===== src/logic/uartRx.sv =====
// UART receiver, 8N1

module uartRx #(
    parameter int clksPerBit = 234
) (
    input  logic       clk,
    input  logic       rstN,
    input  logic       uartRxd,
    output logic [7:0] rxData,
    output logic       rxStrobe,
    output logic       frameError
);

    localparam int halfBit  = clksPerBit / 2;
    localparam int cntWidth = $clog2(clksPerBit + 1);

    localparam logic [1:0] sIdle  = 2'd0;
    localparam logic [1:0] sStart = 2'd1;
    localparam logic [1:0] sData  = 2'd2;
    localparam logic [1:0] sStop  = 2'd3;

    logic                rxMeta;
    logic                rxSync;
    logic [1:0]          state;
    logic [cntWidth-1:0] bitCnt;
    logic [2:0]          bitIndex;
    logic [7:0]          shiftReg;
    logic                halfDone;
    logic                bitDone;

    // The serial line is asynchronous to clk and idles high
    always_ff @(posedge clk) begin
        if (!rstN) begin
            rxMeta <= 1'b1;
            rxSync <= 1'b1;
        end else begin
            rxMeta <= uartRxd;
            rxSync <= rxMeta;
        end
    end

    assign halfDone = bitCnt == cntWidth'(halfBit);
    assign bitDone  = bitCnt == cntWidth'(clksPerBit);

    always_ff @(posedge clk) begin
        if (!rstN) begin
            state      <= sIdle;
            bitCnt     <= '0;
            bitIndex   <= '0;
            rxStrobe   <= 1'b0;
            frameError <= 1'b0;
        end else begin
            rxStrobe <= 1'b0;
            case (state)
                sIdle: begin
                    if (!rxSync) begin
                        state  <= sStart;
                        bitCnt <= cntWidth'(1);
                    end
                end
                sStart: begin
                    // A line that is high again at mid-start was only a glitch
                    if (halfDone) begin
                        bitCnt   <= cntWidth'(1);
                        bitIndex <= '0;
                        state    <= rxSync ? sIdle : sData;
                    end else begin
                        bitCnt <= bitCnt + 1'b1;
                    end
                end
                sData: begin
                    if (bitDone) begin
                        bitCnt   <= cntWidth'(1);
                        bitIndex <= bitIndex + 1'b1;
                        if (bitIndex == 3'd7) begin
                            state <= sStop;
                        end
                    end else begin
                        bitCnt <= bitCnt + 1'b1;
                    end
                end
                sStop: begin
                    if (bitDone) begin
                        state  <= sIdle;
                        bitCnt <= '0;
                        if (rxSync) begin
                            rxStrobe <= 1'b1;
                        end else begin
                            frameError <= 1'b1;
                        end
                    end else begin
                        bitCnt <= bitCnt + 1'b1;
                    end
                end
                default: begin
                    state <= sIdle;
                end
            endcase
        end
    end

    // LSB arrives first, so bits enter at the top and move down
    always_ff @(posedge clk) begin
        if (state == sData && bitDone) begin
            shiftReg <= {rxSync, shiftReg[7:1]};
        end
    end

    // Stays put from the stop bit until the next frame's first data bit
    assign rxData = shiftReg;

    strobeSingle: assert property (
        @(posedge clk) disable iff (!rstN) rxStrobe |=> !rxStrobe
    ) else $error("rxStrobe held for more than one cycle");

    counterBound: assert property (
        @(posedge clk) disable iff (!rstN) bitCnt <= cntWidth'(clksPerBit)
    ) else $error("bit counter ran past clksPerBit");

endmodule


===== config.mk =====
export PLATFORM = sky130hd
export DESIGN_NAME = uartRx
export DESIGN_NICKNAME = d
export VERILOG_FILES = /design/src/logic/uartRx.sv
export SDC_FILE = /design/constraint.sdc
export NUM_CORES = 1
export LEC_CHECK = 0
export ABC_CLOCK_PERIOD_IN_PS = 3250
export BUFFER_PORTS_ARGS = -buffer_cell sky130_fd_sc_hd__buf_2
export CAP_MARGIN = 20
export CORE_UTILIZATION = 60
export DETAILED_ROUTE_END_ITERATION = 7
export HOLD_SLACK_MARGIN = 0.15
export PLACE_DENSITY = 0.81
export SLEW_MARGIN = 0
export SYNTH_ARGS = -nofsm -noshare
export SYNTH_HDL_FRONTEND = slang
export SYNTH_SLANG_ARGS = --single-unit

===== constraint.sdc =====
create_clock -name clk -period 3.25 [get_ports clk]
set_clock_uncertainty 0.1 [all_clocks]
set_input_delay 0.1625 -clock clk [delete_from_list [all_inputs] [get_ports clk]]
set_output_delay 0.1625 -clock clk [all_outputs]
set_load 0.01 [all_outputs]

# After elaboration in Yosys (flattened, before gate mapping)
# Index checks and enable logic that the tools add are counted.
# W data, S select, Z words.
classes:
  n_addsub: 2
  n_mul: 0
  div: 0
  order_cmp: 0
  eq_ne: 11
  shift: 0
  n_mux: 16
  bitwise_logic: 1
  reduce_logical: 7
op_table:
  columns: ["operator", "count"]
  rows:
  - ["$mux W8", 4]
  - ["$pmux W8 S4", 1]
  - ["$mux W2", 6]
  - ["$ne A2 B2 Y1 const B", 5]
  - ["$reduce_and A3 Y1", 3]
  - ["$add A8 B1 Y8 const B", 1]
  - ["$eq A8 B7 Y1 const B", 1]
  - ["$eq A8 B8 Y1 const B", 1]
  - ["$pmux W2 S4", 1]
  - ["$mux W3", 2]
  - ["$pmux W3 S2", 1]
  - ["$reduce_and A5 Y1", 1]
  - ["$eq A2 B2 Y1 const B", 2]
  - ["$add A3 B1 Y3 const B", 1]
  - ["$eq A3 B3 Y1 const B", 1]
  - ["$eq A2 B1 Y1 const B", 1]
  - ["$logic_not A2 Y1", 1]
  - ["$reduce_bool A2 Y1", 1]
  - ["$logic_and A1 B1 Y1", 1]
  - ["$mux W1", 1]
  - ["$not A1 Y1", 1]
totals:
  reg_bits: 25
  latchBits: 0
  ram_bits: 0
  rom_bits: 0
  inputBits: 3
  output_inout_bits: 10
  elab_cells: 45
  mem_count: 0

# Depth between registers and ports, before layout
# Gate-level depths: netlist of run 1.
logic_depth:
  word_depth: 4
  mapped_depth: 6

# Worst setup path before layout of run 1
# Ideal clock, no wire load.
synth_timing:
  kind: "register to register"
  start: "register bitCnt[3]"
  end: "register bitIndex[0]"
  setup_ns: 0.115
  t_arrival_ns: 1.632
  t_required_ns: 3.035
  path_slack_ns: 1.404
  stages_incl_launch_ff: 5
  period_less_slack_ns: 1.846
  path_cell_list: "dfxtp_1 > or3b_4 > nor4_4 > nor3b_1 > o21a_1"
synth_via:
  elab_chain_cells: 3
synth_lines:
  columns: ["element", "line_no", "source"]
  rows:
  - ["start, declared", "25", "logic [cntWidth-1:0] bitCnt;"]
  - ["start signal, assigned", "58", "bitCnt <= cntWidth'(1);"]
  - ["start signal, assigned", "64", "bitCnt <= cntWidth'(1);"]
  - ["start signal, assigned", "68", "bitCnt <= bitCnt + 1'b1;"]
  - ["$eq A8 B8 Y1 / $eq A8 B7 Y1 (equally long branches)", "43, 42", null]
  - ["$ne A2 B2 Y1 (no line)", null, null]
  - ["$reduce_and A3 Y1 (no line) (*)", null, null]
  - ["end signal, assigned", "74", "bitIndex <= bitIndex + 1'b1;"]
  - ["end, declared", "26", "logic [2:0] bitIndex;"]
# Every way passes the cells marked *; elsewhere a longest branch is shown, timed or not.
# A chain may end at the register's enable or synchronous reset.

# Worst setup path after layout of run 1
layout_timing:
  start: "register bitCnt[0]"
  end: "register state[0]"
layout_via:
  elab_chain_cells: 3
layout_lines:
  columns: ["element", "line_no", "source"]
  rows:
  - ["$eq A8 B8 Y1 / $eq A8 B7 Y1 (equally long branches)", "43, 42", null]
  - ["$ne A2 B2 Y1 (no line)", null, null]
  - ["$reduce_and A5 Y1 (no line) (*)", null, null]
  - ["end signal, assigned", "47", "state <= sIdle;"]
  - ["end signal, assigned", "57", "state <= sStart;"]
  - ["end signal, assigned", "66", "state <= rxSync ? sIdle : sData;"]
  - ["end, declared", "24", "logic [1:0] state;"]
# Marks and branches as above.

==> metrics.md, run 1 <==
| Metric | Value |
|---|---|
| Skew-Pair Late Insertion Delay | `310 ps` |
| Synth Register Bits | `25` |
| Sequential fraction of the synthesis area | `50.1%` |
| Met3 track demand over resource | `3.57%` |
| Crit start category | `flop` |
| Final instance area | `1300 sq um` |
| Max Cap Viol | `0` |
| Core region area | `1760 sq um` |
| Post-CTS Hold Buffers | `3` |
| Largest cells by area after synthesis | `dfxtp_1 29%, edfxtp_1 21%, ha_1 5.4%, nand2_1 3.6%, a21oi_1 3.5%` |
| Vias in the first global route | `767` |
| Post-Place Cells | `148` |
| Crit end category | `flop` |
| Reg2reg end | `state[0]` |
| Slew Limit Fails | `0` |
| Total track usage | `23.2%` |
| Final ANT Viol Nets | `0` |
| Slew HR | `43.4%` |
| RSZ-0062 raised after global routing | `no` |
| Fmax | `484 MHz` |
| Final net count | `139` |
| Routed wire length per instance | `13.5 um` |
| Layout area overhead | `11.9%` |
| Initial Util | `65.7%` |
| Detailed-route DRC error count | `0` |
| Syn nets | `121` |
| Fin crit period | `2070 ps` |
| WS Path Type | `flop to flop` |
| Pin count of the biggest net entering global routing | `15` |
| Final setup fails | `0` |
| PortBufs | `12` |
| R2R Path Start | `bitCnt[0]` |
| Clk slew on worst S/H paths | `140 ps` |
| Non-Filler Instances | `155` |
| Reg-to-reg slack, setup | `1180 ps` |
| Worst setup endpoint | `state[0]` |
| Die Area | `2110 sq um` |
| Synth top area share | `29.3%` |
| Gr busiest metal | `met2` |
| Global-route wire length before repair | `3460 um` |
| Root buffer cell | `clkbuf_4` |
| HPWL Detailed | `1450 um` |
| Resized cells post-CTS | `0` |
| Dpl cell area | `1240 sq um` |
| Post-CTS Setup Bufs | `0` |
| Mapped Avg Cell Area | `10.3 sq um` |
| CP Launch Point | `bitCnt[0]` |
| Ys flop type | `dfxtp_1` |
| Num CTS Buffers | `3` |
| Routability Congestion | `0.832` |
| Cell area power density | `387 nW/um^2` |
| Worst vdd ir | `0.300 mV` |
| Share of cells above drive strength 1 | `14.6%` |
| Most common cell after layout, fill and taps aside | `dfxtp_1` |
| Chip width | `46.0 um` |
| GRT met2 Usage | `36.6%` |
| Leading area contributor after synthesis | `dfxtp_1` |
| DR vias/cell | `5.76` |
| GRT met1 Usage | `32.3%` |
| Yosys warns | `0` |
| Worst Max-Slew Pin Slew | `841 ps` |
| Die Ht | `46.0 um` |
| Most frequent cells in the layout | `17 x dfxtp_1, 12 x buf_2, 11 x nand2_1` |
| Worst-case clock buffer depth | `2` |
| CTS sink count | `25` |
| TritonCTS clock tree | `done` |
| Crit-path max FO | `14` |
| Boundary Pins | `13` |
| R2R depth | `6` |
| Final WL | `2100 um` |
| Synth Instances | `113` |
| Worst Path Required | `3390 ps` |
| Period utilization | `63.5%` |
| Initial drt markers | `43` |
| Antenna violations before repair | `0` |
| Outcome | `finished, final reports clean` |
| CTS H-tree depth | `1` |
| Row cnt | `15` |
| Synthesized area | `1160 sq um` |
| Ant diodes | `0` |
| Pleak | `0.465 nW` |
| Via count | `893` |
| GR Overflow Total | `0` |
| Cell variety after synth | `38` |
| Fin. Hold Viols | `0` |
| Fin Setup TNS | `0 ps` |
| HP Class | `flop to flop` |
| Drt pass-1 iters | `4` |
| Number of flops mapped to enable cells by yosys | `8` |
| Crit path DAT | `2210 ps` |
| Util after Layout | `73.5%` |
| Ys async rst share | `0%` |
## through the flow
stage / hold slack [ps] / power (mW) / worst slack [ps]
2_1_floorplan: 164 / 0.363 / 1400
5_1_grt: 376 / 0.524 / 995
3_3_place_gp: 247 / 0.370 / 1280
3_5_place_dp: 250 / 0.370 / 1220
4_1_cts: 335 / 0.506 / 1190
6_report: 330 / 0.503 / 1180
## power by group
part / internal [mW] / switching [mW] / leakage (nW)
Combinational: 0.0144 / 0.0208 / 0.237
Clock: 0.0460 / 0.0893 / 0.0177
Sequential: 0.325 / 0.00688 / 0.210
## area by class of cell
class,count,area (sq um)
Clock buffer,3,22.5
Clock inverter,1,5.00
Fill cell,147,467
Inverter,5,18.8
Multi-Input combinational cell,81,549
Sequential cell,25,581
Tap cell,25,31.3
Timing Repair Buffer,15,90.1
## flip-flops by register name (all words and copies together) (netlist names), named ones only
register    count
rxStrobe        1
state           1
rxSync          1
rxData          8
rxMeta          1
bitIndex        3
bitCnt          8
frameError      1
## worst min path at each step
stage,from,to,slack (ps),cells after the start
4_1_cts,rxMeta,rxSync,330,1
5_1_grt,rxMeta,rxSync,380,1
3_3_place_gp,uartRxd,rxMeta,250,2
3_5_place_dp,uartRxd,rxMeta,250,2
2_1_floorplan,uartRxd,rxMeta,160,1
6_report,rxMeta,rxSync,330,1
## critical path, stage by stage (launching register included)
cell      delay [ps]
dfxtp_1          380
inv_1            110
ha_1             170
nand4_1          240
nor4_4           640
a221oi_1         170
nor3_1           190
## cell families (layout without fill, tap and decap cells)
group                      count (synthesis)  count (layout)  synth area share [%]
and+or+nand+nor                           45              45                  23.7
buffers and inverters                      7              24                  2.59
adders and majority gates                  5               5                  5.39
DFF                                       25              25                  50.1
AOI/OAI and AO/OA                         31              31                  18.2
## Yosys cell counts, types with 3 or more instances
master / n
nor3b_1: 3
or3_1: 3
nand2b_1: 4
nor2_1: 4
nand2_1: 11
o21a_1: 4
o31ai_1: 3
inv_1: 4
edfxtp_1: 8
o21ai_0: 4
ha_1: 5
a21oi_1: 8
dfxtp_1: 17
nor4_1: 4
a22o_1: 4
## routing by layer
metal | vias to the layer above | routed length [um]
met5 | - | 0
met4 | 0 | 14
met3 | 2 | 97
met2 | 25 | 962
met1 | 409 | 1030
li1 | 457 | -
(Power assumes the default switching activity.)
==> run 2: changes to the inputs <==
Settings changed: ABC_CLOCK_PERIOD_IN_PS 3250 to 1900, CORE_UTILIZATION 60 to 50, PLACE_DENSITY 0.81 to 0.73.
Clock period 3.25 ns to 1.9 ns, I/O delays scaled along.
==> run 2 against run 1 <==
- sequential power increased by 71%
- clock power rose by 71%
- routed wire length rose by 2.5%
- final cell count increased by 6.5%
- via count is 4.1% higher
- sequential share of layout area decreased by 1.9 points
- register-to-register slack worse by 1100 ps
- critical path type unchanged
- highest routed layer unchanged
==> metrics.md, run 2 (same netlist as run 1, synthesis figures left out) <==
| Metric | Value |
|---|---|
| Boundary Pins | `13 (unchanged)` |
| Share of cells above drive strength 1 | `20.4% (was 14.6%)` |
| Total power | `868 uW (was 503 uW)` |
| Final WL | `2150 um (was 2100 um)` |
| RSZ-0062 raised after global routing | `no (unchanged)` |
| Crit start category | `flop (unchanged)` |
| Most frequent cells in the layout | `16 x dfxtp_1, 12 x buf_2, 11 x nand2_1 (was 17 x dfxtp_1, 12 x buf_2, 11 x nand2_1)` |
| Fin Setup TNS | `0 ps (unchanged)` |
| Filler Cells Inserted | `192 (was 147)` |
| Total track usage | `20.2% (was 23.2%)` |
| Via count | `930 (was 893)` |
| Final ANT Viol Nets | `0 (unchanged)` |
| Slew HR | `78.6% (was 43.4%)` |
| Comb power frac | `7.9% (was 7.0%)` |
| Vias in the first global route | `896 (was 767)` |
| Period utilization | `94.1% (was 63.5%)` |
| WS Path Type | `flop to flop (unchanged)` |
| Global-route wire length before repair | `3820 um (was 3460 um)` |
| Detailed-route DRC error count | `0 (unchanged)` |
| Routed wire length per instance | `13.0 um (was 13.5 um)` |
| PortBufs | `12 (unchanged)` |
| GR Overflow Total | `0 (unchanged)` |
| Drt pass-1 iters | `4 (unchanged)` |
| Max Cap Viol | `0 (unchanged)` |
| Crit-path max FO | `7 (was 14)` |
| Die Area | `2520 sq um (was 2110 sq um)` |
| Pin count of the biggest net entering global routing | `15 (unchanged)` |
| Fin. Hold Viols | `0 (unchanged)` |
| Worst Path Required | `2070 ps (was 3390 ps)` |
| Root buffer cell | `clkbuf_4 (unchanged)` |
| Switch share | `23.2% (was 23.3%)` |
| Skew-Pair Late Insertion Delay | `310 ps (about the same)` |
| Area occupied by multi-input gates | `552 sq um (was 549 sq um)` |
| Ant diodes | `0 (unchanged)` |
| Layout area overhead | `17.0% (was 11.9%)` |
| Fmax | `559 MHz (was 484 MHz)` |
| Seq pwr share | `65.5% (was 66.1%)` |
| Core region area | `2190 sq um (was 1760 sq um)` |
| HP Class | `flop to flop (unchanged)` |
| Crit end category | `flop (unchanged)` |
| Cell area power density | `639 nW/um^2 (was 387 nW/um^2)` |
| Reg-to-reg slack, setup | `110 ps (was 1180 ps)` |
| Antenna violations before repair | `0 (unchanged)` |
| Initial Util | `52.9% (was 65.7%)` |
| Slew Limit Fails | `0 (unchanged)` |
| Switch Pwr | `201 uW (was 117 uW)` |
| Part of the power in the clock network | `26.6% (was 26.9%)` |
| HPWL Detailed | `1560 um (was 1450 um)` |
| Final net count | `146 (was 139)` |
| Worst-case clock buffer depth | `2 (unchanged)` |
| Die Ht | `50.2 um (was 46.0 um)` |
| Fin crit period | `1790 ps (was 2070 ps)` |
| Worst vdd ir | `0.432 mV (was 0.300 mV)` |
| DR vias/cell | `5.64 (was 5.76)` |
| Clk slew on worst S/H paths | `130 ps (was 140 ps)` |
| Internal power contribution | `666 uW (was 386 uW)` |
| Initial drt markers | `19 (was 43)` |
| Hold path depth | `1 (unchanged)` |
| TritonCTS clock tree | `done (unchanged)` |
| Crit path DAT | `1950 ps (was 2210 ps)` |
| Chip width | `50.2 um (was 46.0 um)` |
| R2R depth | `5 (was 6)` |
| Routability Congestion | `0.818 (was 0.832)` |
| CTS sink count | `25 (unchanged)` |
| Row cnt | `17 (was 15)` |
| FF/Latch Area | `582 sq um (was 581 sq um)` |
| Outcome | `finished, final reports clean (unchanged)` |
| Num CTS Buffers | `3 (unchanged)` |
| CTS H-tree depth | `1 (unchanged)` |
| Final setup fails | `0 (unchanged)` |
| Pleak | `0.501 nW (was 0.465 nW)` |
| Most common cell after layout, fill and taps aside | `dfxtp_1 (unchanged)` |
| Worst Max-Slew Pin Slew | `319 ps (was 841 ps)` |
[run 2: cell types whose count changed in the layout (fill, tap and decap cells not counted), sizes merged]
| cell | delta |
|---|---|
| buf | +7 |
[run 2: metal layers]
layer	vias up	GRT usage, %	wire length (um)
met4	0	8.57	40
li1	470	-	-
met3	5	2.73	45
met2	16	35.6	1080
met5	-	0	0
met1	439	24.3	981
[run 2: cell type report]
| class | count | area share (%) |
|---|---|---|
| multi-input cells | 81 | 40.6 |
| inverters | 5 | 1.38 |
| flip-flops and latches | 25 | 42.9 |
| clock buffers | 3 | 1.66 |
| clock inverters | 1 | 0.369 |
| well taps | 28 | 2.58 |
| repair buffers | 22 | 10.5 |
[run 2: what timing repair did]
item	in CTS	in global routing
hold buffers	3	0
setup endpoints to repair	0	7
endpoints found under the hold margin	16	0
buffers inserted	0	1
gates resized for setup	0	3
[run 2: final timing paths]
check / start / to
max: bitCnt[3] / bitIndex[2]
max reg2reg: bitCnt[3] / bitIndex[2]
min: rxMeta / rxSync
min reg2reg: rxMeta / rxSync
[run 2: power groups by stage]
stage / Sequential (mW) / Combinational (mW) / Clock (mW)
floorplan: 0.577 / 0.0448 / 0
global placement: 0.579 / 0.0613 / 0
detailed placement: 0.580 / 0.0622 / 0
CTS: 0.568 / 0.0678 / 0.242
global route: 0.571 / 0.0769 / 0.267
finish: 0.569 / 0.0684 / 0.231
[run 2: metrics by stage]
| step | area [sq um] | worst slack [ps] | util, % | cells | hold slack, ps |
|---|---|---|---|---|---|
| 6_report | 1360 | 112 | 62.0 | 165 | 340 |
| 3_5_place_dp | 1290 | 105 | 58.8 | 157 | 185 |
| 2_1_floorplan | 1160 | 53.6 | - | 113 | 96.5 |
| 5_1_grt | 1360 | 15.5 | 62.0 | 165 | 372 |
| 3_3_place_gp | 1290 | 105 | 58.8 | 157 | 180 |
| 4_1_cts | 1350 | 68.7 | 61.5 | 164 | 345 |
[run 2: worst max-delay path, cell delays in order (launching register included)]
cell,delay [ps]
dfxtp_1,430
or3b_4,440
nor4_4,270
buf_4,180
and4_1,190
o21a_1,120
