**src/logic/bootPkg.sv**
```systemverilog
// Boot loader shared types

package bootPkg;

    // One program word as the processor fetches it
    typedef logic [31:0] instrWord;

    // Program memory address
    typedef logic [7:0] memAddr;

    localparam int memDepth = 256;

    // A word of all ones hands the program over to the processor
    localparam instrWord startCommand = '1;

    // The loader fills a word one byte lane at a time, then judges it whole.
    // Lane 0 holds the first byte received
    typedef union packed {
        logic [3:0][7:0] bytes;
        instrWord        word;
    } loadWord;

endpackage

```
**src/logic/programLoader.sv**
```systemverilog
// Program loader

module programLoader (
    input  logic              clk,
    input  logic              rstN,
    input  logic [7:0]        rxData,
    input  logic              rxStrobe,
    output logic              wrEn,
    output bootPkg::memAddr   wrAddr,
    output bootPkg::instrWord wrData,
    output logic [5:0]        led,
    output logic              cpuEnable
);

    import bootPkg::*;

    loadWord    assembly;
    loadWord    nextWord;
    logic [1:0] lane;
    logic       accept;
    logic       lastLane;
    logic       isStart;

    // Loading is over for good once the processor runs
    assign accept   = rxStrobe && !cpuEnable;
    assign lastLane = lane == 2'd3;

    // The incoming byte merged into its lane
    always_comb begin
        nextWord             = assembly;
        nextWord.bytes[lane] = rxData;
    end

    assign isStart = nextWord.word == startCommand;

    always_ff @(posedge clk) begin
        if (!rstN) begin
            lane      <= '0;
            wrEn      <= 1'b0;
            wrAddr    <= '0;
            cpuEnable <= 1'b0;
        end else begin
            wrEn <= 1'b0;
            // The write lands on this edge, so move to the next slot
            if (wrEn) begin
                wrAddr <= wrAddr + 1'b1;
            end
            if (accept) begin
                lane <= lane + 1'b1;
                if (lastLane) begin
                    if (isStart) begin
                        cpuEnable <= 1'b1;
                    end else begin
                        wrEn <= 1'b1;
                    end
                end
            end
        end
    end

    always_ff @(posedge clk) begin
        if (accept) begin
            assembly <= nextWord;
        end
    end

    // The word register is complete while wrEn is high
    assign wrData = assembly.word;

    // LEDs are active low and keep following the line after the start command
    always_ff @(posedge clk) begin
        if (!rstN) begin
            led <= '1;
        end else if (rxStrobe) begin
            led <= ~rxData[5:0];
        end
    end

    noWriteAfterStart: assert property (
        @(posedge clk) disable iff (!rstN) !(wrEn && cpuEnable)
    ) else $error("memory write while the processor is enabled");

    enableSticky: assert property (
        @(posedge clk) (cpuEnable && rstN) |=> cpuEnable
    ) else $error("cpuEnable dropped without a reset");

endmodule

```
**config.mk**
```make
export PLATFORM = sky130hd
export DESIGN_NAME = programLoader
export DESIGN_NICKNAME = d
export VERILOG_FILES = /design/src/logic/bootPkg.sv /design/src/logic/programLoader.sv
export SDC_FILE = /design/constraint.sdc
export NUM_CORES = 1
export LEC_CHECK = 0
export BUFFER_PORTS_ARGS = -buffer_cell sky130_fd_sc_hd__buf_2
export CORE_MARGIN = 8
export CORE_UTILIZATION = 56
export CTS_CLUSTER_SIZE = 16
export DETAILED_ROUTE_END_ITERATION = 6
export GPL_TIMING_DRIVEN = 0
export HOLD_SLACK_MARGIN = 0.06
export PLACE_DENSITY_LB_ADDON = 0.15
export SLEW_MARGIN = 10
export SYNTH_ARGS = -nofsm -noshare
export SYNTH_HDL_FRONTEND = slang
export SYNTH_SLANG_ARGS = --single-unit
```
**constraint.sdc**
```tcl
create_clock -name clk -period 5.4 [get_ports clk]
set_input_delay 1.08 -clock clk [delete_from_list [all_inputs] [get_ports clk]]
set_output_delay 1.08 -clock clk [all_outputs]
set_load 0.1 [all_outputs]
```
Word-level counts from Yosys, hierarchy flattened
Cells that the tools add are included.

word-level totals
  flip-flop bits (word level) = 50
  bits in latches = 0
  memory bits (writable) = 0
  bits in read-only memories = 0
  input bits = 11
  output and inout port bits = 48
  memories kept = 0

operators by class
  $add $sub $neg = 2
  multipliers = 0
  divide/modulo/power cells = 0
  magnitude comparators = 2
  equal/unequal tests = 2
  shift operators = 0
  muxes and demuxes = 4
  bitwise operators = 1
  reduce and logical (&&, ||, !) cells = 5

operators with widths
  cell                    count
  $bwmux W32              1
  $eq A32 B32 Y1 const B  1
  $demux W8 S2            1
  $add A8 B1 Y8 const B   1
  $mux W8                 1
  $not A6 Y6              1
  $reduce_and A3 Y1       2
  $lt A2 B3 Y1 const B    1
  $add A2 B1 Y2 const B   1
  $eq A2 B2 Y1 const B    1
  $ge A2 B1 Y1 const B    1
  $logic_and A1 B1 Y1     2
  $logic_not A1 Y1        1
  $mux W1                 1

Longest topological paths before layout
Gate-level depths: netlist of the first run.

  word-level depth = 7
  gate-level depth with buffers = 8
  gate-level depth less buffers = 7

Worst setup path after synthesis of the first run
Ideal clock, no wire load.

  path kind = input-to-reg
  start = input port rxStrobe
  end = register assembly (netlist bit wrData[0]), enable pin
  library setup time = 0.405 ns
  arrival time = 2.210 ns
  required time = 4.995 ns
  path slack = 2.786 ns
  stages on the path = 2
  cell sequence = nor2b_1 -> clkbuf_1

on the way
  cells in the longest elaborated chain, start to end = 1

ends and longest elaborated chain
  item                  RTL line             text
  start, declared       programLoader.sv:7   input logic rxStrobe,
  $logic_and A1 B1 Y1   programLoader.sv:25  assign accept = rxStrobe && !cpuEnable;
  named net accept      programLoader.sv:20  logic accept;
  end signal, assigned  programLoader.sv:63  assembly <= nextWord;
  end, declared         programLoader.sv:17  loadWord assembly;

The timed path passes the listed nets, and every way through them passes these cells.
A chain may end at the register's enable or synchronous reset.

Worst setup path in the final report of the first run
  start = register assembly (netlist bit wrData[16])
  end = output port wrData[16]

RTL lines
  item           RTL line             text
  end, declared  programLoader.sv:10  output bootPkg::instrWord wrData,

No word-level cell between the ends.

==> impl_summary.md, run 1 <==
Run status
The flow ran to the end, and the final reports show no timing, DRC or antenna violations.

Setup path
The maximum fanout count along the critical path is 3. The arrival time of the worst setup path is 1.22 ns. The critical path goes through buf_2. The worst path buffer plus inverter count is 1.

The worst register-to-register path begins at lane[0]. STA puts the critical path data required time at 4.32 ns. The worst-case reg-to-reg path depth is 7. The terminus of the critical flop-to-flop path is cpuEnable. The setup path with the least slack is of type reg2out. STA classifies the critical path startpoint as a flip-flop. In this design, the stage delay of the slowest critical-path cell is 0.46 ns. The cell with the largest stage delay on the worst path is sky130_fd_sc_hd__buf_2. STA classifies the critical path endpoint as an output pin. The kind of cell with the highest combined delay along the critical path is buffers and inverters. The slack of the worst reg-to-reg path is 3.51 ns.

Global routing
The total overflow left after global routing is 0. The number of global-route vias before repair is roughly 1700. The first global-routing pass estimated a little over 8000 um of wire. The overall track demand over capacity in global routing is between 10% and 20%. Entering global routing, the biggest net connects 23 pins. The initial antenna violation count is 0.

Logic synthesis
Synthesis produced a netlist whose cell count is approximately 190. After synthesis, flip-flops and latches occupy approximately 57% of the total area. Counting flops with an async set or reset pin after synthesis yields a share of 0%.

The Yosys warning count is 0. Yosys mapped the design onto 37 distinct sky130hd cell types. In the synthesized netlist the dominant register cell turns out to be sky130_fd_sc_hd__edfxtp_1.

The synthesized area divided by synthesized cell count is about 13 um2. The combined area of all synthesized cells is about 2300 um2. The post-synth net total is 204. Counting flops with a built-in enable in the synthesized netlist gives 32. The register bit total from synthesis is 50.

Clock tree
The clock root buffer is sky130_fd_sc_hd__clkbuf_8. After clock tree synthesis, the clock-pin slew on the worst setup and hold paths is roughly 0.090 ns. The number of gates resized after CTS was 0. Clock tree synthesis inserted a total of 5 buffers. The number of buffers added for setup after CTS is 0. CTS saw 50 sinks. TritonCTS built the clock tree. The worst-skew pair later-pin latency is 0.30 ns. The clock tree synthesis step divided the H-tree into 2 levels. The maximum clock path buffer count is 2. The number of buffers inserted for hold repair after clock tree synthesis is 0.

Routing
The sum of met3 wire segment lengths after detailed routing is roughly 400 um. The total number of vias is around 1700. The DRC marker count from the first detailed-route iteration is 141.

After detailed routing, the wire length on met1 is 2170 um. After detailed routing, the number of vias per cell comes to about 5.6. The uppermost layer routed is met4. The remaining antenna violation count after routing is 0. The routed design has approximately 5300 um of wire. In the detailed route, the total length drawn on met2 is 2680 um.

In the routed design, unresolved DRC markers number 0. The first-pass iteration count of the detailed router is 4. Dividing the detail-routed wire length by the instance count gives 17.5 um.

Placed design
The final RePlAce weighted congestion is 0.753. The HPWL reported at the end of detailed placement is 3900 um. The count of input and output buffers is 57.

Cells and area
The layout cell share with drive strength beyond 1 is between 40% and 50%. Relative to the synthesized area, the layout overhead comes to 20.1%. The final design utilization is between 70 and 80%.

The number of inserted diodes is 0. The final layout net count is 269.

Floorplanning
The die area is 6490 um2. For this configuration, the core starts out at a cell density of 58.4%. The die is approximately 80 um wide. From bottom edge to top edge, the die measures 80.6 um. The floorplan row count is 23. The number of ports placed on the die boundary is 59. The placeable core region is 4000 um2.

Timing
The hold slack is 0.478 ns. The total count of max-transition violations in the final report is 0. The relative slew slack is 67.2%. At the pin with the least slew margin, the transition time is 0.495 ns. The clock period minus worst slack is between 2 and 2.5 ns. The setup clock skew after layout is 0.00610 ns. Setup repair after global routing left no endpoint under its margin. Dividing the final minimum period by the clock period gives ~43%. The setup total negative slack is 0 ns.

The total of endpoints with negative setup slack in the final report is 0. The final hold violation count is 0. The timing-limited maximum frequency is 0.436 GHz.

Run
The number of max-cap violations is 0.

Worst hold path
The path with the worst hold slack has its endpoint at led[1]. The count of cells along the worst hold path is 2. The startpoint identified for the worst hold timing path is led[1]. The path class of the tightest hold or removal check is reg2reg.

Power and ir drop
The post-layout total power is 974 uW. For this design the static power due to leakage is between 0.001 and 0.0015 uW. In this run the power density over the cells is 347 nW/um2.

The peak supply drop is 0.182 mV.
metal layers:
layer | track usage [%] | vias up
li1 | - | 814
met5 | 0 | -
met4 | 5.45 | 0
met3 | 4.35 | 4
met2 | 29.0 | 55
met1 | 18.8 | 810
report_power, final:
group / switching [uW] / leakage [uW] / internal, uW
Sequential: 18.8 / 0.000460 / 440
Clock: 121 / 0.0000515 / 103
Combinational: 230 / 0.000636 / 61.5
area by class of cell:
class	count	area, um2
well taps	50	62.6
fillers	314	1190
multi-input cells	124	957
flip-flops and latches	50	1320
clock inverters	2	11.3
clock buffers	6	82.6
inverters	3	11.3
repair buffers	58	313
plain buffers	9	47.5
cells in the final DEF (no fill, tap or decap), drive strengths merged, types with 4 or more instances in the layout:
cell type   n
buf        63
edfxtp     32
mux2       29
nand2      19
dfxtp      18
o21ai      10
clkbuf     10
ha          7
and2        6
nor2b       5
nand4       5
xnor2       5
a21oi       4
nor2        4
inv         4
how the worst max path moves through the flow:
stage / start / endpoint / slack, ns / depth (start not counted)
finish: wrData[16] / wrData[16] / 3.10 / 1
global route: wrData[16] / wrData[16] / 3.07 / 1
CTS: wrData[16] / wrData[16] / 3.10 / 1
detailed placement: rxData[1] / cpuEnable / 3.07 / 6
floorplan: rxStrobe / wrData[0] / 2.79 / 2
global placement: rxStrobe / wrData[1] / 2.26 / 3
sequential cells by signal, indices dropped and copies added, names as in the netlist:
name and flops:
cpuEnable 1, lane 2, led 6, wrAddr 8, wrData 32, wrEn 1
synthesized netlist by cell type, types with 3 or more instances:
cell type                  instances  area [um2]
sky130_fd_sc_hd__o21ai_0          10        50.1
sky130_fd_sc_hd__mux2_2           29         327
sky130_fd_sc_hd__xnor2_1           5        43.8
sky130_fd_sc_hd__edfxtp_1         32         961
sky130_fd_sc_hd__ha_1              7        87.6
sky130_fd_sc_hd__buf_2             4        20.0
sky130_fd_sc_hd__nor2b_1           5        31.3
sky130_fd_sc_hd__nand4_1           5        31.3
sky130_fd_sc_hd__dfxtp_1          18         360
sky130_fd_sc_hd__a21oi_1           4        20.0
sky130_fd_sc_hd__nand2_1          19        71.3
sky130_fd_sc_hd__inv_1             3        11.3
sky130_fd_sc_hd__and2_1            6        37.5
sky130_fd_sc_hd__nor2_1            4        15.0
sky130_fd_sc_hd__a41oi_1           3        26.3
sky130_fd_sc_hd__clkbuf_1          4        15.0
per-stage QoR:
stage	std cells	setup slack (ns)	area, um2
3_3_place_gp	293	2.26	2680
4_1_cts	302	3.10	2810
2_1_floorplan	186	2.79	2340
3_5_place_dp	294	3.07	2710
6_report	302	3.10	2810
5_1_grt	302	3.07	2810
logic make-up after synthesis:
family	share of synthesized area, %
AND/OR/NAND/NOR	13.2
multiplexers	14.4
XOR/XNOR	2.25
AO/OA/AOI/OAI	7.34
flip-flops	56.6
buffers and inverters	2.46
adder cells (fa/ha/maj)	3.75
No activity file was read; power rests on OpenSTA's default activity.
==> run 2: changes to the inputs <==
- CORE_UTILIZATION: 56 -> 47
- clock period: 5.4 -> 2.03 ns (I/O delays scaled with it)
==> impl_summary.md, run 2 (synthesis gave the netlist of run 1 again) <==
Floorplanning
The initial standard-cell utilization of the core came to 49.1% (-9.3 points). The floorplan row count is 25 (+8.7%). The placeable core region is 4750 um2 (+19%).

The number of ports placed on the die boundary is 59 (unchanged). The width of the die is 86.5 um (+7.3%). The height of the die is 86.5 um (+7.3%). The die area is 7480 um2 (+15%).

Setup path
The kind of cell with the highest combined delay along the critical path is compound AO/OA/AOI/OAI gates. The maximum fanout count along the critical path was 10 (+7). The worst setup path is launched from a flip-flop. The critical path data required time is 2.27 ns (-2.05 ns). The critical path is of the reg2reg type.

On the critical path, the stage with the largest delay is an instance of sky130_fd_sc_hd__a2111oi_2. The delay of the slowest cell on the worst path is 0.37 ns (-0.09 ns). The worst setup path is captured at a flip-flop. The signal on the critical path passes through inv_1, ha_1, buf_6, nand3b_4, a2111oi_2, and4_1, a22o_1. The arrival time of the worst setup path is 2.10 ns (+0.88 ns). The worst path buffer plus inverter count is 2 (+1).

Timing
The setup clock skew after layout is 0.00521 ns (-0.000882 ns). The timing-limited maximum frequency is 0.540 GHz. Setup repair after global routing left no endpoint under its margin.

The total count of max-transition violations in the final report was 0 (unchanged). The final worst-path cycle share is between 90% and 100%. The relative slew slack is 40.7% (-27 points). The setup total negative slack is 0 ns (unchanged).

The routed design could run at a clock period as short as 1.85 ns. The hold slack is 0.423 ns (-0.0556 ns). The total of endpoints with negative setup slack in the final report is 0 (unchanged). The final hold violation count was 0 (unchanged). The actual transition at the worst max-transition pin is 0.889 ns (+0.394 ns).

Global routing
The number of global-route vias before repair is 1788 (+6.2%). The largest net degree at the start of global routing came to 37 (+61%). The initial antenna violation count came to 0 (unchanged).

The total global routing overflow is 0 (unchanged). The wire length of the first global-routing pass is 8730 um (+6.6%). The overall track demand over capacity in global routing is 14.7% (-1.8 points).

Power and ir drop
The reported leakage power is 0.00114 uW (-0.52%). The power density over cell area is 939 nW/um2 (+170%). The peak supply drop is 0.447 mV (+150%).

Cells and area
The count of placed standard cells in the final layout, fillers left out is 318 (+5.3%). Relative to the synthesized area, the layout overhead comes to 20.7%. The leading cell type in the layout, fill and taps excluded is sky130_fd_sc_hd__buf_2. The number of inserted diodes is 0 (unchanged).

The final design utilization is 59.3% (-11 points). The layout filler cell count is 425 (+35%). The layout cell share with drive strength beyond 1 is 41.8% (+0.56 points). In the layout the commonest cells are sky130_fd_sc_hd__buf_2, sky130_fd_sc_hd__edfxtp_1, sky130_fd_sc_hd__mux2_2, sky130_fd_sc_hd__nand2_1, sky130_fd_sc_hd__dfxtp_1.

The flip-flop count of the largest register, all copies and words added is 32 (unchanged). The final layout net count is 268 (-0.37%).

Routing
The total DRC errors in the routed layout is 0 (unchanged). The ratio of routed vias to standard cells is 5.22 (-6.3%). The wire length per cell after detailed routing was 16.6 um (-5.0%).

The first-pass iteration count of the detailed router came to 4 (unchanged). The remaining antenna violation count after routing is 0 (unchanged). The DRC marker count from the first detailed-route iteration is 105 (-26%). The total number of vias is 1660 (-1.4%). The detailed-route wire length came to 5290 um (about the same).

Clock tree
The number of H-tree branching levels came to 2 (unchanged). The number of clock sinks is 50 (unchanged). The number of buffers inserted for hold repair after clock tree synthesis is 0 (unchanged). The worst-skew pair later-pin latency was 0.30 ns (about the same). The maximum clock path buffer count came to 2 (unchanged). The clock transition at the register clock pins on the worst setup and hold paths after CTS is 0.08 ns (about the same). The clock root buffer is sky130_fd_sc_hd__clkbuf_8.

The CTS tree is built. The number of buffers created by CTS is 5 (unchanged).

Worst hold path
The class of the most critical hold timing path is in2reg.

Placed design
The HPWL reported at the end of detailed placement is 3850 um (-1.3%). The count of input and output buffers is 57 (unchanged). The final RePlAce weighted congestion was 0.747 (-0.86%). The number of cells in the design after placement came to 310 (+5.4%).

Run status
The run finished with clean final reports.

Run
The number of max-cap violations is 0 (unchanged).
run 2: cell types whose count changed in the layout (fill, tap and decap cells not counted), sizes merged:
cell,before,now
inv,4,3
clkbuf,10,12
clkinv,1,0
buf,63,62
run 2: layout make-up:
cell class / instances / area (um2) / share of cell area [%]
clock buffer: 8 / 110 / 3.91
buffer: 9 / 47.5 / 1.69
sequential: 50 / 1320 / 47.0
inverter: 3 / 11.3 / 0.399
multi-input combinational: 124 / 957 / 34.0
tap: 67 / 83.8 / 2.97
timing repair buffer: 57 / 285 / 10.1
run 2: repair_timing:
item                                   CTS  global route
gates resized for setup                  0             2
buffers inserted                         0             0
endpoints found under the hold margin    0             0
setup endpoints to repair                0             1
run 2: worst min-delay path: stages:
cell	delay, ns
sky130_fd_sc_hd__buf_2	0.11
sky130_fd_sc_hd__nand2_1	0.05
sky130_fd_sc_hd__o21ai_0	0.06
sky130_fd_sc_hd__nand2_1	0.05
run 2: final timing paths:
check	from	endpoint	slack, ns	cells after the start
worst max-delay path	lane[0]	cpuEnable	0.18	7
worst min-delay path	rxStrobe	led[0]	0.42	4
worst max register to register	lane[0]	cpuEnable	0.18	7
worst min register to register	led[0]	led[0]	0.48	2
run 2: through the flow:
| step | total power, uW | setup slack, ns | area [um2] |
|---|---|---|---|
| 2_1_floorplan | 1880 | 0.0235 | 2340 |
| 3_3_place_gp | 2010 | 0.123 | 2710 |
| 3_5_place_dp | 2020 | 0.128 | 2710 |
| 4_1_cts | 2670 | 0.109 | 2820 |
| 5_1_grt | 2750 | 0.0411 | 2820 |
| 6_report | 2650 | 0.177 | 2820 |
run 2: where the power goes:
| group | total, uW | switching, uW | internal, uW |
|---|---|---|---|
| Combinational | 767 | 609 | 158 |
| Clock | 661 | 317 | 344 |
| Sequential | 1220 | 48.0 | 1170 |
run 2: routing by layer:
metal / global-route usage [%] / up-vias / share of wire, %
li1: - / 810 / -
met1: 18.8 / 799 / 47
met2: 23.1 / 45 / 47
met3: 3.97 / 6 / 5.0
met4: 5.63 / 0 / 1.0
met5: 0 / - / 0
==> run 3: changes to the inputs <==
- CORE_UTILIZATION: 47 -> 52
- REMOVE_ABC_BUFFERS: default -> 1
- clock period: 2.03 -> 1.95 ns (I/O delays scaled with it)
==> impl_summary.md, run 3 (synthesis gave the netlist of run 1 again) <==
Cells and area
The layout filler cell count is 347 (-18%). The flip-flop count of the largest register, all copies and words added is 32 (unchanged). The count of placed standard cells in the final layout, fillers left out came to 296 (-6.9%). Relative to the synthesized area, the layout overhead comes to 20.5%. The top cell types in the final layout, fill and taps aside, are sky130_fd_sc_hd__buf_2, sky130_fd_sc_hd__edfxtp_1, sky130_fd_sc_hd__mux2_2, sky130_fd_sc_hd__nand2_1, sky130_fd_sc_hd__dfxtp_1. The sequential cell area in the final layout is 1320 um2 (unchanged). The layout cell share with drive strength beyond 1 is 42.6% (+0.79 points). The leading cell type in the layout, fill and taps excluded is sky130_fd_sc_hd__buf_2. The number of inserted diodes is 0 (unchanged). The final layout net count is 261 (-2.6%).

The area used by multi-input combinational logic is 995 um2 (+3.9%).

Routing
The total number of vias is 1635 (-1.5%). The total DRC errors in the routed layout is 0 (unchanged). The DRC marker count from the first detailed-route iteration was 101 (-3.8%).

The detailed-route wire length is 5180 um (-2.1%). The wire length per cell after detailed routing was 17.5 um (+5.2%). The remaining antenna violation count after routing was 0 (unchanged). The first-pass iteration count of the detailed router is 4 (unchanged). The ratio of routed vias to standard cells is 5.52 (+5.8%).

Power and ir drop
The internal power summed over all cells is 1730 uW (+3.1%). The part of the total power dissipated in sequential elements came to 46.2% (about the same). The net switching fraction of the power is 37.4% (+0.60 points). The net switching power is 1030 uW (+5.8%). The clock network power share was 24.5% (-0.5 points).

The power density over cell area is 979 nW/um2 (+4.2%). The share of total power in combinational logic is 29.3% (+0.3 points). The post-layout total power is 2760 uW (+4.1%). The reported leakage power is 0.00112 uW (-1.8%). The peak supply drop came to 0.582 mV (+30%).

Clock tree
The number of buffers created by CTS is 5 (unchanged). The worst-skew pair later-pin latency came to 0.31 ns (about the same). TritonCTS built the clock tree.

The number of clock sinks is 50 (unchanged). The clock transition at the register clock pins on the worst setup and hold paths after CTS is 0.09 ns (about the same). The tree is rooted in a sky130_fd_sc_hd__clkbuf_8. The number of H-tree branching levels was 2 (unchanged). The maximum clock path buffer count is 2 (unchanged).

Timing
Setup repair after global routing left no endpoint under its margin. The final worst-path cycle share is 93.6% (+2.3 points). The total count of max-transition violations in the final report came to 0 (unchanged). The worst-case setup margin in the final layout is 0.125 ns (-0.0516 ns).

The total of endpoints with negative setup slack in the final report is 0 (unchanged). The clock period minus worst slack is 1.82 ns (-0.0284 ns). The relative slew slack is 63.9% (+23 points).

The timing-limited maximum frequency is 0.548 GHz (+1.6%). The setup clock skew after layout is 0.00755 ns (+0.00233 ns). The final hold violation count came to 0 (unchanged). The actual transition at the worst max-transition pin is 0.540 ns (-0.350 ns).

Setup path
The signal on the critical path passes through inv_1, ha_2, nand2b_1, o22ai_1, nor3b_1, and4_1, a22o_1. The maximum fanout count along the critical path came to 12 (+2). The cell with the largest stage delay on the worst path is sky130_fd_sc_hd__ha_2. The delay of the slowest cell on the worst path was 0.38 ns (about the same). The type of the worst setup path is reg2reg.

The critical path startpoint category is a flip-flop. The critical path data required time came to 2.15 ns (-0.12 ns). The arrival time of the worst setup path is 2.03 ns (-0.07 ns). The worst setup path is captured at a flip-flop.

Global routing
The overall track demand over capacity in global routing is 15.0% (+0.27 points). The initial antenna violation count is 0 (unchanged). The largest net degree at the start of global routing is 21 (-43%). The total global routing overflow was 0 (unchanged). The wire length of the first global-routing pass is 8510 um (-2.5%). The number of global-route vias before repair is 1665 (-6.9%).

Floorplanning
The placeable core region is 4350 um2 (-8.4%). The initial standard-cell utilization of the core is 53.6% (+4.5 points). The width of the die is 83.0 um (-4.0%). The floorplan row count is 24 (-4.0%). The die area is 6890 um2 (-7.9%).

The number of ports placed on the die boundary is 59 (unchanged). The height of the die came to 83.0 um (-4.0%).

Worst hold path
The min-delay analysis places its worst path in the category in2reg.

Placed design
The final RePlAce weighted congestion is 0.737 (-1.3%). The minimum setup slack after placement is -0.0756 ns (-0.203 ns). The count of input and output buffers is 58 (+1.8%). The HPWL reported at the end of detailed placement is 3670 um (-4.8%). The number of cells in the design after placement is 288 (-7.1%).

Run status
The run finished with clean final reports.

Run
The number of max-cap violations came to 0 (unchanged).
==> run 3: cell count changes in the layout (fill, tap and decap cells not counted), sizes merged <==
cell,before,now
buf,62,59
clkbuf,12,8
==> run 3: path summary, 6_finish.rpt <==
check | startpoint | end | slack (ns) | cells past startpoint
min | rstN | led[3] | 0.40 | 2
min reg2reg | led[0] | led[0] | 0.48 | 2
max | lane[0] | cpuEnable | 0.13 | 7
max reg2reg | lane[0] | cpuEnable | 0.13 | 7
==> run 3: timing repair <==
item / CTS / global route
setup endpoints to repair: 2 / 2
setup buffers: 0 / 0
hold buffers: 0 / 0
gates resized for setup: 4 / 4
==> run 3: power groups by stage <==
stage	clock, uW	combinational (uW)	sequential (uW)
floorplan	0	176	1770
global placement	0	785	1290
detailed placement	0	802	1290
CTS	684	805	1270
global route	729	840	1280
finish	674	808	1270
==> run 3: final cells by class <==
| class | count | area share (%) |
|---|---|---|
| timing repair buffer | 59 | 11.3 |
| inverter | 3 | 0.400 |
| multi-input combinational | 124 | 35.3 |
| clock buffer | 8 | 3.60 |
| tap | 52 | 2.31 |
| sequential | 50 | 47.0 |
==> run 3: critical path, delay by kind of cell, from the launching register on <==
family | cells | cell delay [ns]
buf+inv | 1 | 0.19
compound gates | 2 | 0.26
simple gates | 3 | 0.53
fa+ha+maj | 1 | 0.38
flops | 1 | 0.36
==> run 3: routing by layer <==
metal	up-vias	GRT usage, %	share of wire [%]
met2	41	22.9	46
met1	796	19.3	47
met3	5	5.57	6.1
met4	0	4.31	1.1
li1	793	-	-
met5	-	0	0
==> run 3: metrics by stage <==
| stage | instance area [um2] | setup TNS (ns) | utilization (%) | hold slack (ns) |
|---|---|---|---|---|
| 2_1_floorplan | 2290 | -30.64 | - | 0.452 |
| 3_3_place_gp | 2650 | -51.04 | 60.7 | 0.453 |
| 3_5_place_dp | 2680 | -0.114 | 61.6 | 0.458 |
| 4_1_cts | 2790 | 0 | 64.1 | 0.392 |
| 5_1_grt | 2810 | 0 | 64.6 | 0.403 |
| 6_report | 2810 | 0 | 64.6 | 0.396 |
